## config.mk

```make
export PLATFORM = sky130hd
export DESIGN_NAME = credit_link_top
export DESIGN_NICKNAME = d
export VERILOG_FILES = /design/src/rtl/credit_link_pkg.sv /design/src/rtl/credit_counter.sv /design/src/rtl/credit_sender.sv /design/src/rtl/credit_receiver.sv /design/src/rtl/credit_apb_regs.sv /design/src/rtl/credit_link_top.sv
export SDC_FILE = /design/constraint.sdc
export NUM_CORES = 1
export LEC_CHECK = 0
export BUFFER_PORTS_ARGS = -buffer_cell sky130_fd_sc_hd__buf_2
export CAP_MARGIN = 20
export CELL_PAD_IN_SITES_DETAIL_PLACEMENT = 2
export CELL_PAD_IN_SITES_GLOBAL_PLACEMENT = 2
export CORE_ASPECT_RATIO = 0.7
export CORE_MARGIN = 3
export CORE_UTILIZATION = 30
export DETAILED_ROUTE_END_ITERATION = 10
export MAX_ROUTING_LAYER = met4
export PLACE_DENSITY_LB_ADDON = 0.1
export SYNTH_ARGS = -nofsm -noshare
export SYNTH_HDL_FRONTEND = slang
export SYNTH_SLANG_ARGS = --single-unit
export TNS_END_PERCENT = 10
```

## constraint.sdc

```tcl
create_clock -name clk -period 12.53 [get_ports clk]
set_input_delay 0.6265 -clock clk [delete_from_list [all_inputs] [get_ports clk]]
set_output_delay 0.6265 -clock clk [all_outputs]
set_load 0.01 [all_outputs]
```

## src/rtl/credit_link_pkg.sv

```systemverilog
// Shared types for the credit link; credit_t covers pools of at most 16 credits
package credit_link_pkg;

  // --------------------------------------------------
  // Vector types
  // --------------------------------------------------

  // One flit of payload
  typedef logic [15:0] flit_t;

  // Credit count, 0 up to the largest pool (16)
  typedef logic [4:0] credit_t;

  // Size of one increment or decrement, at most 7
  typedef logic [2:0] change_t;

  // APB byte address
  typedef logic [7:0] reg_addr_t;

  // Sent-flit counter, wraps silently
  typedef logic [31:0] count_t;

  // --------------------------------------------------
  // Register map
  // --------------------------------------------------

  localparam reg_addr_t ADDR_CTRL     = 8'h00;
  localparam reg_addr_t ADDR_INIT     = 8'h04;
  localparam reg_addr_t ADDR_WITHHOLD = 8'h08;
  localparam reg_addr_t ADDR_STATUS   = 8'h0C;
  localparam reg_addr_t ADDR_SENT     = 8'h10;

  // Receiver credit return FSM
  typedef enum logic {
    ret_idle,
    ret_send
  } return_state_t;

endpackage

```

## src/rtl/credit_counter.sv

```systemverilog
// Credit pool; caller keeps value within MAX_VALUE, amounts above MAX_CHANGE are clipped
`timescale 1ns/10ps

module credit_counter import credit_link_pkg::*; #(
  // Largest value the pool may hold
  parameter int MAX_VALUE  = 8,
  // Largest single increment or decrement
  parameter int MAX_CHANGE = 4
) (
  input  logic    clk,
  // Loads initial_value, synchronous
  input  logic    rst,
  input  logic    incr_valid,
  input  change_t incr,
  input  logic    decr_valid,
  input  change_t decr,
  input  credit_t initial_value,
  input  credit_t withhold,
  output credit_t value,
  output credit_t available,
  output logic    decr_ready
);

  // --------------------------------------------------
  // Amount clipping
  // --------------------------------------------------

  change_t incr_clip;
  change_t decr_clip;
  credit_t incr_amt;
  credit_t value_plus_incr;
  credit_t value_dec;
  credit_t value_next;

  // Guard against amounts wider than the pool was sized for
  assign incr_clip = (incr > change_t'(MAX_CHANGE)) ? change_t'(MAX_CHANGE) : incr;
  assign decr_clip = (decr > change_t'(MAX_CHANGE)) ? change_t'(MAX_CHANGE) : decr;

  assign incr_amt = incr_valid ? credit_t'(incr_clip) : '0;

  // --------------------------------------------------
  // Available credit
  // --------------------------------------------------

  // Returning credits count in the same cycle they arrive
  assign value_plus_incr = value + incr_amt;

  // Withhold larger than the pool leaves nothing available
  assign available = (value_plus_incr > withhold) ? value_plus_incr - withhold : '0;

  // Depends on the amount only, never on decr_valid
  assign decr_ready = credit_t'(decr_clip) <= available;

  // --------------------------------------------------
  // Next value
  // --------------------------------------------------

  // Decrement never exceeds available so no underflow here
  assign value_dec = value_plus_incr -
                     ((decr_valid && decr_ready) ? credit_t'(decr_clip) : '0);

  // Saturate at the pool size if the caller over-returns
  assign value_next = (value_dec > credit_t'(MAX_VALUE)) ? credit_t'(MAX_VALUE) : value_dec;

  always_ff @(posedge clk) begin
    if (rst) begin
      value <= initial_value;
    end else begin
      value <= value_next;
    end
  end

endmodule

```

## src/rtl/credit_sender.sv

```systemverilog
// Flit sender; launches one cycle after acceptance, clear only while the link is idle
`timescale 1ns/10ps

module credit_sender import credit_link_pkg::*; #(
  // Pool size, at most 16
  parameter int CREDITS    = 8,
  // Largest credit batch from the receiver
  parameter int MAX_RETURN = 4
) (
  input  logic    clk,
  input  logic    rst,
  // Soft clear, reloads init_credits
  input  logic    clear,
  input  logic    in_valid,
  input  flit_t   in_data,
  output logic    in_ready,
  input  logic    cred_valid,
  input  change_t cred_count,
  input  credit_t init_credits,
  input  credit_t withhold,
  output logic    link_valid,
  output flit_t   link_data,
  output credit_t value,
  output credit_t available,
  output count_t  sent_count
);

  logic flush;
  logic accept;

  // Hard and soft reset share one path
  assign flush = rst | clear;

  // --------------------------------------------------
  // Credit pool
  // --------------------------------------------------

  // One credit per flit, returns come in as increments
  credit_counter #(
    .MAX_VALUE  (CREDITS),
    .MAX_CHANGE (MAX_RETURN)
  ) u_pool (
    .clk           (clk),
    .rst           (flush),
    .incr_valid    (cred_valid),
    .incr          (cred_count),
    .decr_valid    (in_valid),
    .decr          (change_t'(1)),
    .initial_value (init_credits),
    .withhold      (withhold),
    .value         (value),
    .available     (available),
    .decr_ready    (in_ready)
  );

  assign accept = in_valid && in_ready;

  // --------------------------------------------------
  // Link launch
  // --------------------------------------------------

  always_ff @(posedge clk) begin
    if (flush) begin
      link_valid <= 1'b0;
    end else begin
      link_valid <= accept;
    end
  end

  // Payload holds its last value between flits
  always_ff @(posedge clk) begin
    if (accept) begin
      link_data <= in_data;
    end
  end

  // Counts flits as they go onto the link
  always_ff @(posedge clk) begin
    if (flush) begin
      sent_count <= '0;
    end else if (link_valid) begin
      sent_count <= sent_count + count_t'(1);
    end
  end

endmodule

```

## src/rtl/credit_receiver.sv

```systemverilog
// Flit receiver; buffer holds CREDITS flits and relies on the sender never overrunning it
`timescale 1ns/10ps

module credit_receiver import credit_link_pkg::*; #(
  // Buffer depth equal to the sender pool
  parameter int CREDITS    = 8,
  // Largest credit batch per return, from 1 to 7
  parameter int MAX_RETURN = 4
) (
  input  logic    clk,
  input  logic    rst,
  input  logic    clear,
  input  logic    link_valid,
  input  flit_t   link_data,
  output logic    out_valid,
  output flit_t   out_data,
  input  logic    out_ready,
  output logic    cred_valid,
  output change_t cred_count
);

  localparam int PTR_W = (CREDITS > 1) ? $clog2(CREDITS) : 1;

  logic             flush;
  flit_t            mem [CREDITS];
  logic [PTR_W-1:0] wr_ptr;
  logic [PTR_W-1:0] rd_ptr;
  credit_t          count;
  logic             pop;
  credit_t          pend_avail;
  logic             pend_valid;
  change_t          batch;
  return_state_t    ret_state;

  assign flush = rst | clear;

  // --------------------------------------------------
  // Circular buffer
  // --------------------------------------------------

  assign out_valid = count != '0;
  assign out_data  = mem[rd_ptr];
  assign pop       = out_valid && out_ready;

  // A link flit always has a credit and so a free slot behind it
  always_ff @(posedge clk) begin
    if (link_valid) begin
      mem[wr_ptr] <= link_data;
    end
  end

  always_ff @(posedge clk) begin
    if (flush) begin
      wr_ptr <= '0;
      rd_ptr <= '0;
      count  <= '0;
    end else begin
      // Pointers wrap at CREDITS, which need not be a power of two
      if (link_valid) begin
        wr_ptr <= (wr_ptr == PTR_W'(CREDITS - 1)) ? '0 : wr_ptr + PTR_W'(1);
      end
      if (pop) begin
        rd_ptr <= (rd_ptr == PTR_W'(CREDITS - 1)) ? '0 : rd_ptr + PTR_W'(1);
      end
      count <= count + credit_t'(link_valid) - credit_t'(pop);
    end
  end

  // --------------------------------------------------
  // Pending credit pool
  // --------------------------------------------------

  // Starts empty and grows by one per pop
  credit_counter #(
    .MAX_VALUE  (CREDITS),
    .MAX_CHANGE (MAX_RETURN)
  ) u_pending (
    .clk           (clk),
    .rst           (flush),
    .incr_valid    (pop),
    .incr          (change_t'(1)),
    .decr_valid    (pend_valid),
    .decr          (batch),
    .initial_value ('0),
    .withhold      ('0),
    // Only the available amount matters here
    .value         (),
    .available     (pend_avail),
    // The batch never exceeds the pending amount so the decrement always fits
    .decr_ready    ()
  );

  // Batch is everything pending, capped at MAX_RETURN
  assign batch = (pend_avail > credit_t'(MAX_RETURN)) ? change_t'(MAX_RETURN)
                                                      : change_t'(pend_avail);

  // A pop this cycle already counts toward the batch
  assign pend_valid = pend_avail != '0;

  // --------------------------------------------------
  // Return FSM
  // --------------------------------------------------

  // ret_send marks the cycle a batch sits on the return channel
  always_ff @(posedge clk) begin
    if (flush) begin
      ret_state <= ret_idle;
    end else if (pend_valid) begin
      ret_state <= ret_send;
    end else begin
      ret_state <= ret_idle;
    end
  end

  // Count is only meaningful with cred_valid
  always_ff @(posedge clk) begin
    if (pend_valid) begin
      cred_count <= batch;
    end
  end

  assign cred_valid = ret_state == ret_send;

endmodule

```

## src/rtl/credit_apb_regs.sv

```systemverilog
// APB register block; no wait states, INIT must not be written above CREDITS
`timescale 1ns/10ps

module credit_apb_regs import credit_link_pkg::*; #(
  // Reset value of INIT
  parameter int CREDITS = 8
) (
  input  logic        clk,
  input  logic        rst,
  input  logic        psel,
  input  logic        penable,
  input  logic        pwrite,
  input  reg_addr_t   paddr,
  input  logic [31:0] pwdata,
  output logic [31:0] prdata,
  output logic        pready,
  output logic        pslverr,
  input  credit_t     value,
  input  credit_t     available,
  input  count_t      sent_count,
  output logic        clear,
  output credit_t     init_credits,
  output credit_t     withhold
);

  logic access;
  logic mapped;
  logic wr_en;

  // --------------------------------------------------
  // Decode
  // --------------------------------------------------

  // Access phase, one cycle per transfer
  assign access = psel && penable;

  always_comb begin
    case (paddr)
      ADDR_CTRL, ADDR_INIT, ADDR_WITHHOLD, ADDR_STATUS, ADDR_SENT: mapped = 1'b1;
      default: mapped = 1'b0;
    endcase
  end

  assign pready  = access;
  assign pslverr = access && !mapped;

  // Unmapped writes are dropped
  assign wr_en = access && pwrite && mapped;

  // --------------------------------------------------
  // Writable registers
  // --------------------------------------------------

  always_ff @(posedge clk) begin
    if (rst) begin
      init_credits <= credit_t'(CREDITS);
      withhold     <= '0;
      clear        <= 1'b0;
    end else begin
      // Soft clear lasts exactly one cycle
      clear <= wr_en && (paddr == ADDR_CTRL) && pwdata[0];
      if (wr_en && (paddr == ADDR_INIT)) begin
        init_credits <= pwdata[4:0];
      end
      if (wr_en && (paddr == ADDR_WITHHOLD)) begin
        withhold <= pwdata[4:0];
      end
    end
  end

  // --------------------------------------------------
  // Read mux
  // --------------------------------------------------

  always_comb begin
    prdata = '0;
    if (psel && !pwrite) begin
      case (paddr)
        ADDR_INIT:     prdata = {27'b0, init_credits};
        ADDR_WITHHOLD: prdata = {27'b0, withhold};
        // Value low, available in bits 12:8
        ADDR_STATUS:   prdata = {19'b0, available, 3'b0, value};
        ADDR_SENT:     prdata = sent_count;
        // CTRL and holes read as zero
        default:       prdata = '0;
      endcase
    end
  end

endmodule

```

## src/rtl/credit_link_top.sv

```systemverilog
// Credit link top; single clock domain, CREDITS at most 16, MAX_RETURN 1 to 7
`timescale 1ns/10ps

module credit_link_top import credit_link_pkg::*; #(
  parameter int CREDITS    = 8,
  parameter int MAX_RETURN = 4
) (
  input  logic        clk,
  input  logic        rst,
  // APB slave
  input  logic        psel,
  input  logic        penable,
  input  logic        pwrite,
  input  reg_addr_t   paddr,
  input  logic [31:0] pwdata,
  output logic [31:0] prdata,
  output logic        pready,
  output logic        pslverr,
  // Flit input
  input  logic        in_valid,
  input  flit_t       in_data,
  output logic        in_ready,
  // Flit output
  output logic        out_valid,
  output flit_t       out_data,
  input  logic        out_ready
);

  // --------------------------------------------------
  // Internal wiring
  // --------------------------------------------------

  logic    clear;
  credit_t init_credits;
  credit_t withhold;
  credit_t value;
  credit_t available;
  count_t  sent_count;
  logic    link_valid;
  flit_t   link_data;
  logic    cred_valid;
  change_t cred_count;

  credit_apb_regs #(
    .CREDITS (CREDITS)
  ) u_regs (
    .clk          (clk),
    .rst          (rst),
    .psel         (psel),
    .penable      (penable),
    .pwrite       (pwrite),
    .paddr        (paddr),
    .pwdata       (pwdata),
    .prdata       (prdata),
    .pready       (pready),
    .pslverr      (pslverr),
    .value        (value),
    .available    (available),
    .sent_count   (sent_count),
    .clear        (clear),
    .init_credits (init_credits),
    .withhold     (withhold)
  );

  credit_sender #(
    .CREDITS    (CREDITS),
    .MAX_RETURN (MAX_RETURN)
  ) u_sender (
    .clk          (clk),
    .rst          (rst),
    .clear        (clear),
    .in_valid     (in_valid),
    .in_data      (in_data),
    .in_ready     (in_ready),
    .cred_valid   (cred_valid),
    .cred_count   (cred_count),
    .init_credits (init_credits),
    .withhold     (withhold),
    .link_valid   (link_valid),
    .link_data    (link_data),
    .value        (value),
    .available    (available),
    .sent_count   (sent_count)
  );

  // Link has no ready, credits stand in for back-pressure
  credit_receiver #(
    .CREDITS    (CREDITS),
    .MAX_RETURN (MAX_RETURN)
  ) u_receiver (
    .clk        (clk),
    .rst        (rst),
    .clear      (clear),
    .link_valid (link_valid),
    .link_data  (link_data),
    .out_valid  (out_valid),
    .out_data   (out_data),
    .out_ready  (out_ready),
    .cred_valid (cred_valid),
    .cred_count (cred_count)
  );

endmodule

```

# Word-level counts from Yosys, hierarchy flattened
# Memories as Yosys holds them, arrays and structs flattened. A register that Yosys moved wholly into a read port is not among the register bits.
# Index checks and enable logic that the tools add are counted.
# Widths: inputs -> output; s select.
dict set report classes {
  order_cmp 9
  n_mux 22
  eq_ne 6
  addsub 10
  n_reduce_logical 19
  n_bitwise 1
}
# op count
set op_table {}
lappend op_table {{$pmux 32 s4} 1}
lappend op_table {{$add 32x1->32 const B} 1}
lappend op_table {{$mux 32} 1}
lappend op_table {{$mux 3} 9}
lappend op_table {{$mux 5} 4}
lappend op_table {{$eq 8x4->1 const B} 2}
lappend op_table {{$logic_and 1x1->1} 12}
lappend op_table {{$add 5x1->5} 2}
lappend op_table {{$gt 5x4->1 const B} 2}
lappend op_table {{$reduce_bool 5->1} 2}
lappend op_table {{$sub 5x1->5} 2}
lappend op_table {{$eq 8x3->1 const B} 1}
lappend op_table {{$eq 8x5->1 const B} 1}
lappend op_table {{$logic_not 8->1} 1}
lappend op_table {{$add 3x1->3 const B} 2}
lappend op_table {{$eq 3x3->1 const B} 2}
lappend op_table {{$gt 3x3->1 const B} 2}
lappend op_table {{$mux 1} 6}
lappend op_table {{$add 5x3->5} 1}
lappend op_table {{$gt 5x1->1 const B} 1}
lappend op_table {{$gt 5x3->1 const B} 1}
lappend op_table {{$gt 5x5->1} 1}
lappend op_table {{$le 1x5->1 const A} 1}
lappend op_table {{$le 3x5->1} 1}
lappend op_table {{other kinds (7)} 8}
dict set report totals {
  wordCells 82
  regBits 85
  in_bits 63
  mem_count 1
  ramBits 128
  output_inout_bits 52
}
# memory words width read_ports rd_clocked_by_memory_dff wr line
set mem_list {}
lappend mem_list {u_receiver.mem 8 16 1 1 1 credit_receiver.sv:25} ;# flit_t mem [CREDITS];

# Logic depth before layout (Yosys ltp)
dict set report depth {
  depth_word 16
  depth_mapped 22
  ltp_nobuf 22
}

# Modules after synthesis
# From an unflattened synthesis, not the netlist that was laid out.
dict set report unflattened {
  hier_cells 803
  area_unflattened_um2 10485.1
}
# module cells_each n_inst area_each_um2 seq_area_each_um2
set modules_own_cells {}
lappend modules_own_cells {credit_receiver 282 1 5805.6 4234.1}
lappend modules_own_cells {credit_sender 196 1 2067.0 1141.1}
lappend modules_own_cells {credit_apb_regs 123 1 922.1 220.2}
lappend modules_own_cells {{credit_counter at u_sender.u_pool} 100 1 872.1 100.1}
lappend modules_own_cells {{credit_counter at u_receiver.u_pending} 102 1 818.3 100.1}

# Worst setup path after synthesis
# Ideal clock, no wire load.
dict set report synth_path {
  path_kind {reg2reg}
  from {reg u_receiver.count[3]}
  to {reg u_receiver.u_pending.value[0]}
  arrival_time_ns 4.450
  t_required_ns 12.465
  path_stages_with_launch 20
  setup_slack_ns 8.015
  n_path_buf 0
  path_cell_list {dfxtp_1 -> inv_1 -> ha_1 -> or4b_2 -> nand2_1 -> inv_1 -> ha_1 -> ha_1 -> nor4_1 -> a31oi_1 -> nand2b_1 -> ha_1 -> a211o_1 -> nand2_1 -> ha_1 -> nor2b_1 -> o21a_1 -> or4_1 -> a31oi_1 -> nor2b_1}
}
dict set report synth_via {
  elab_chain_len 16
}
# item line
set synth_rtl {}
lappend synth_rtl {{start, declared} credit_receiver.sv:28} ;# credit_t count;
lappend synth_rtl {{start signal, assigned} credit_receiver.sv:65} ;# count <= count + credit_t'(link_valid) - credit_t'(pop);
lappend synth_rtl {{$reduce_bool 5->1 (*)} credit_receiver.sv:41} ;# assign out_valid = count != '0;
lappend synth_rtl {{named net out_valid} credit_link_top.sv:24} ;# output logic out_valid,
lappend synth_rtl {{$logic_and 1x1->1 (*)} credit_receiver.sv:43} ;# assign pop = out_valid && out_ready;
lappend synth_rtl {{$mux 1 (*)} credit_counter.sv:39} ;# assign incr_amt = incr_valid ? credit_t'(incr_clip) : '0;
lappend synth_rtl {{$add 5x1->5 (*)} credit_counter.sv:46} ;# assign value_plus_incr = value + incr_amt;
lappend synth_rtl {{$gt 5x1->1} credit_counter.sv:49} ;# assign available = (value_plus_incr > withhold) ? value_plus_incr - withhold : '0;
lappend synth_rtl {{$mux 5 (*)} credit_counter.sv:49}
lappend synth_rtl {{$gt 5x3->1} credit_receiver.sv:94} ;# assign batch = (pend_avail > credit_t'(MAX_RETURN)) ? change_t'(MAX_RETURN)
lappend synth_rtl {{(+1 left out)} --}
lappend synth_rtl {{named net u_receiver.batch[2]} credit_receiver.sv:32} ;# change_t batch;
lappend synth_rtl {{$gt 3x3->1} credit_counter.sv:37} ;# assign decr_clip = (decr > change_t'(MAX_CHANGE)) ? change_t'(MAX_CHANGE) : decr;
lappend synth_rtl {{$mux 3 (*)} credit_counter.sv:37}
lappend synth_rtl {{$le 3x5->1} credit_counter.sv:52} ;# assign decr_ready = credit_t'(decr_clip) <= available;
lappend synth_rtl {{$logic_and 1x1->1} credit_counter.sv:60} ;# ((decr_valid && decr_ready) ? credit_t'(decr_clip) : '0);
lappend synth_rtl {{$mux 3 (*)} credit_counter.sv:60}
lappend synth_rtl {{$sub 5x3->5 (*)} credit_counter.sv:59} ;# assign value_dec = value_plus_incr -
lappend synth_rtl {{$gt 5x4->1} credit_counter.sv:63} ;# assign value_next = (value_dec > credit_t'(MAX_VALUE)) ? credit_t'(MAX_VALUE) : value_dec;
lappend synth_rtl {{$reduce_or 2->1 (no source line)} --}
lappend synth_rtl {{end signal, assigned} credit_counter.sv:67} ;# value <= initial_value;
lappend synth_rtl {{end signal, assigned} credit_counter.sv:69} ;# value <= value_next;
lappend synth_rtl {{end, declared} credit_counter.sv:19} ;# output credit_t value,
# Mark *: on every way through the listed nets, which the timed path passes. The rest lies on a longest branch.
# A chain may end at the register's enable or synchronous reset.

# Worst setup path in the final report
dict set report layout_path {
  from {reg u_receiver.cred_count[2]}
  to {reg u_sender.u_pool.value[0]}
}
dict set report layout_via {
  elab_chain_len 13
}
# item line
set layout_rtl {}
lappend layout_rtl {{start, declared} credit_receiver.sv:19} ;# output change_t cred_count
lappend layout_rtl {{start signal, assigned} credit_receiver.sv:118} ;# cred_count <= batch;
lappend layout_rtl {{$gt 3x3->1} credit_counter.sv:36} ;# assign incr_clip = (incr > change_t'(MAX_CHANGE)) ? change_t'(MAX_CHANGE) : incr;
lappend layout_rtl {{$mux 3 (*)} credit_counter.sv:36}
lappend layout_rtl {{$mux 3 (*)} credit_counter.sv:39}
lappend layout_rtl {{$add 5x3->5 (*)} credit_counter.sv:46}
lappend layout_rtl {{$sub 5x5->5 / $gt 5x5->1 (equally long branches)} credit_counter.sv:49}
lappend layout_rtl {{$mux 5 (*)} credit_counter.sv:49}
lappend layout_rtl {{$le 1x5->1 (*)} credit_counter.sv:52}
lappend layout_rtl {{$logic_and 1x1->1 (*)} --}
lappend layout_rtl {{named net u_sender.accept} credit_sender.sv:29} ;# logic accept;
lappend layout_rtl {{$mux 1 (*)} credit_counter.sv:60}
lappend layout_rtl {{$sub 5x1->5 (*)} credit_counter.sv:59}
lappend layout_rtl {{$gt 5x4->1} credit_counter.sv:63}
lappend layout_rtl {{$mux 5 (*)} credit_counter.sv:63}
lappend layout_rtl {{$mux 5 (*)} credit_counter.sv:66} ;# if (rst) begin
lappend layout_rtl {{end signal, assigned} credit_counter.sv:67}
lappend layout_rtl {{end signal, assigned} credit_counter.sv:69}
lappend layout_rtl {{end, declared} credit_counter.sv:19}
# Marks and branches as above.

==> impl_metrics.py <==
metrics = {
    "final_layout": {
        "layout-drive-gt1-share": 0.244,
        "syn_to_final_growth_pct": 18.5,
        "antenna_cells_inserted": 0,
        "number_of_nets_in_the_layout": 917,
    },
    "worst_setup_path": {
        "crit_buf_inv": 1,
        "crit_fanout": 17,
        "end_kind": "flop",
        "worstSetupStartpointType": "flop",
        "crit_required_ps": 12900,
        "criticalPathCategory": "flop to flop",
        "timing.critical_path.arrival_ps": 5530,
        "crit_top_cell": "ha_1",
        "critPathTopFamily": "simple AND/OR/NAND/NOR gates",
        "stage_delay_of_the_slowest_cell_on_the_critical_path_ps": 680,
        "timing.critical_path.cells": "and2_1 > ha_1 > a21o_1 > nor3_1 > nor2_1 > ha_1 > nand2_1 > o21bai_1 > a21boi_0 > o211ai_1 > nand2_1 > buf_4 > ha_1 > ha_1 > nand2b_1 > a221oi_1 > nor4_1 > a211oi_1",
        "slowest_stage": "nor4_1",
    },
    "route": {
        "drt_pre_antenna_iters": 4,
        "routed_via_density": 4.90,
        "detailed_router_s_first_iteration_violation_count": 287,
        "antenna_left": 0,
        "route.vias.total": 6155,
        "route.detailed.wl_per_inst_um": 20.6,
        "totalWireLength_mm": 25.9,
        "remaining_drc_errors": 0,
    },
    "logic_synthesis": {
        "synth.ff_latch_count": 216,
        "async_flop_share": 0,
        "syn-num-nets": 821,
        "synth_cells": 726,
        "synthDistinctLibCells": 59,
        "synth-main-ff-cell": "edfxtp_1",
        "netlist.top_cell.by_area": "edfxtp_1",
        "yosys_warnings": 0,
        "synth_area_per_cell_um2": 13.3,
        "yosysSeqAreaShare": 0.601,
        "post_synth_instance_area_um2": 9640,
        "yosys-top-cells-count": "edfxtp_1, nor2_1, dfxtp_1",
        "synth_area_leaders": "edfxtp_1, dfxtp_1, mux4_2",
        "post-synth-top-count-cell": "edfxtp_1",
        "post-synth-top-area-fraction": 0.458,
        "synth-edff-count": 147,
    },
    "power_and_ir_drop": {
        "vdd_drop_max_mv": 0.112,
        "fin_total_pwr_mw": 2.31,
        "static-leakage-power_nw": 4.13,
        "power_density_nw_per_um2": 202,
    },
    "timing": {
        "drv_slew": 0,
        "setup_viol": 0,
        "final_critical_path_setup_slack_ps": 7370,
        "timing.final.hold_violations": 0,
        "finClkSkew_ps": 14.9,
        "fmaxAchievable_mhz": 194,
        "worst_margin_pin_slew_ps": 959,
        "tns_ps": 0,
        "min_period_ps": 5160,
        "worst_slew_margin_rel": 0.361,
        "final.period_utilization": 0.412,
        "setup_repair_after_global_routing_missed_its_margin": "false",
    },
    "floorplanning": {
        "initial_core_utilization": 0.307,
        "die-area_um2": 34300,
        "core_area_um2": 31400,
        "boundaryPins": 115,
        "die_h_um": 156,
        "dieWidth_um": 220,
        "placementRows": 54,
    },
    "clocking": {
        "postCtsSetupRepairBufs": 0,
        "clock_sinks": 216,
        "clkTransAtPathRegs_ps": 60,
        "postCtsResizedCells": 0,
        "ctsLongestPathBuffers": 3,
        "tritoncts": "built",
        "cts_made_buffers": 24,
        "insertion_delay_ps": 530,
        "htreeDepth": 1,
        "cts_root_buffer": "clkbuf_16",
        "cts_stage_hold_buffer_count": 0,
    },
    "hold_path": {
        "hold_path.class": "input port to flop",
    },
    "placed_design": {
        "globalplace.congestion": 0.767,
        "buffers_added_on_ports": 87,
        "detailedPlacementHpwl_mm": 17.7,
        "post-place-ws_ps": 7450,
    },
    "global_route": {
        "largest_net_degree_at_the_start_of_global_routing": 51,
        "overflow": 0,
        "vias_in_the_first_global_route": 6844,
        "grt_first_pass_wirelength_mm": 40.5,
        "global_route_usage_over_all_layers": 0.158,
        "grt_antenna_before_repair": 1,
    },
    "job": {
        "cap_viol_max_count": 0,
    },
    "outcome": {
        "result_of_the_run": "complete, no violations",
    },
}
==> flip-flops by register name, summed over array words and instances (netlist names), named ones only <==
| register | cells |
|---|---|
| u_receiver.u_pending.value | 5 |
| u_receiver.rd_ptr | 3 |
| u_sender.link_valid | 1 |
| u_regs.clear | 1 |
| u_receiver.mem | 128 |
| u_sender.u_pool.value | 5 |
| u_sender.link_data | 16 |
| u_receiver.count | 5 |
| u_receiver.cred_count | 3 |
| u_regs.init_credits | 5 |
| u_receiver.cred_valid | 1 |
| u_regs.withhold | 5 |
| u_sender.sent_count | 32 |
| u_receiver.wr_ptr | 3 |
==> path summary, 6_finish.rpt <==
| path | start | endpoint | slack [ps] | cells after the start |
|---|---|---|---|---|
| setup / recovery | u_receiver.cred_count[2] | u_sender.u_pool.value[0] | 7370 | 18 |
| hold / removal | in_data[14] | u_sender.link_data[14] | 280 | 1 |
| setup reg to reg | u_receiver.cred_count[2] | u_sender.u_pool.value[0] | 7370 | 18 |
| hold reg to reg | u_receiver.rd_ptr[2] | u_receiver.rd_ptr[2] | 490 | 2 |
==> power breakdown <==
group          leakage, nW  internal (mW)  switching, mW
logic                 1.83          0.247          0.321
clock network        0.391          0.436          0.285
registers             1.90          0.923         0.0976
==> placed cells by master, fill, tap and decap left out, drive strengths merged, types with 4 or more instances in the layout <==
master	synthesis	final
a211o	4	4
a21oi	23	23
a22o	5	5
a22oi	5	5
and2	31	31
and3	8	8
and4	7	7
buf	6	99
clkbuf	23	33
clkinv	0	5
dfxtp	69	69
edfxtp	147	147
fa	4	4
ha	28	28
inv	32	32
mux2	21	21
mux2i	11	11
mux4	32	32
nand2	27	27
nand2b	8	8
nand3	14	14
nand4	9	9
nor2	76	76
nor2b	8	8
nor3	17	17
nor4	5	5
o21a	5	5
o21ai	14	14
or3	7	7
xnor2	28	28
xor2	12	12
==> per-stage QoR <==
stage          cell area [um2]  std cells  utilization  hold WS (ps)
6_report                 11400       1257        0.363           279
5_1_grt                  11400       1257        0.363           248
4_1_cts                  11400       1257        0.363           245
3_5_place_dp             10600       1216        0.338           489
3_3_place_gp             10600       1214        0.337           475
2_1_floorplan             9640        726            -           446
==> cell type report <==
class                      count  area, um2
fill                        3277      20000
sequential                   216       5800
multi-input combinational    449       3640
clock buffer                  33        676
timing repair buffer          99        541
tap                          420        526
inverter                      32        120
clock inverter                 8        115
==> routing by layer <==
metal | share of wire | global-route usage
met1 | 0.50 | 0.219
met2 | 0.46 | 0.248
met3 | 0.027 | 0.0243
met4 | 0.013 | 0.0294
met5 | 0 | -
==> logic make-up after synthesis <==
| kind of cell | after synthesis | share of synthesized area |
|---|---|---|
| compound gates | 80 | 0.0550 |
| xor+xnor | 40 | 0.0363 |
| fa+ha+maj | 32 | 0.0447 |
| buf+inv | 61 | 0.0244 |
| flops | 216 | 0.601 |
| mux | 64 | 0.111 |
| other cells | 1 | 0.000389 |
| simple gates | 232 | 0.127 |
Note: power is estimated with default switching activity, not from simulation.
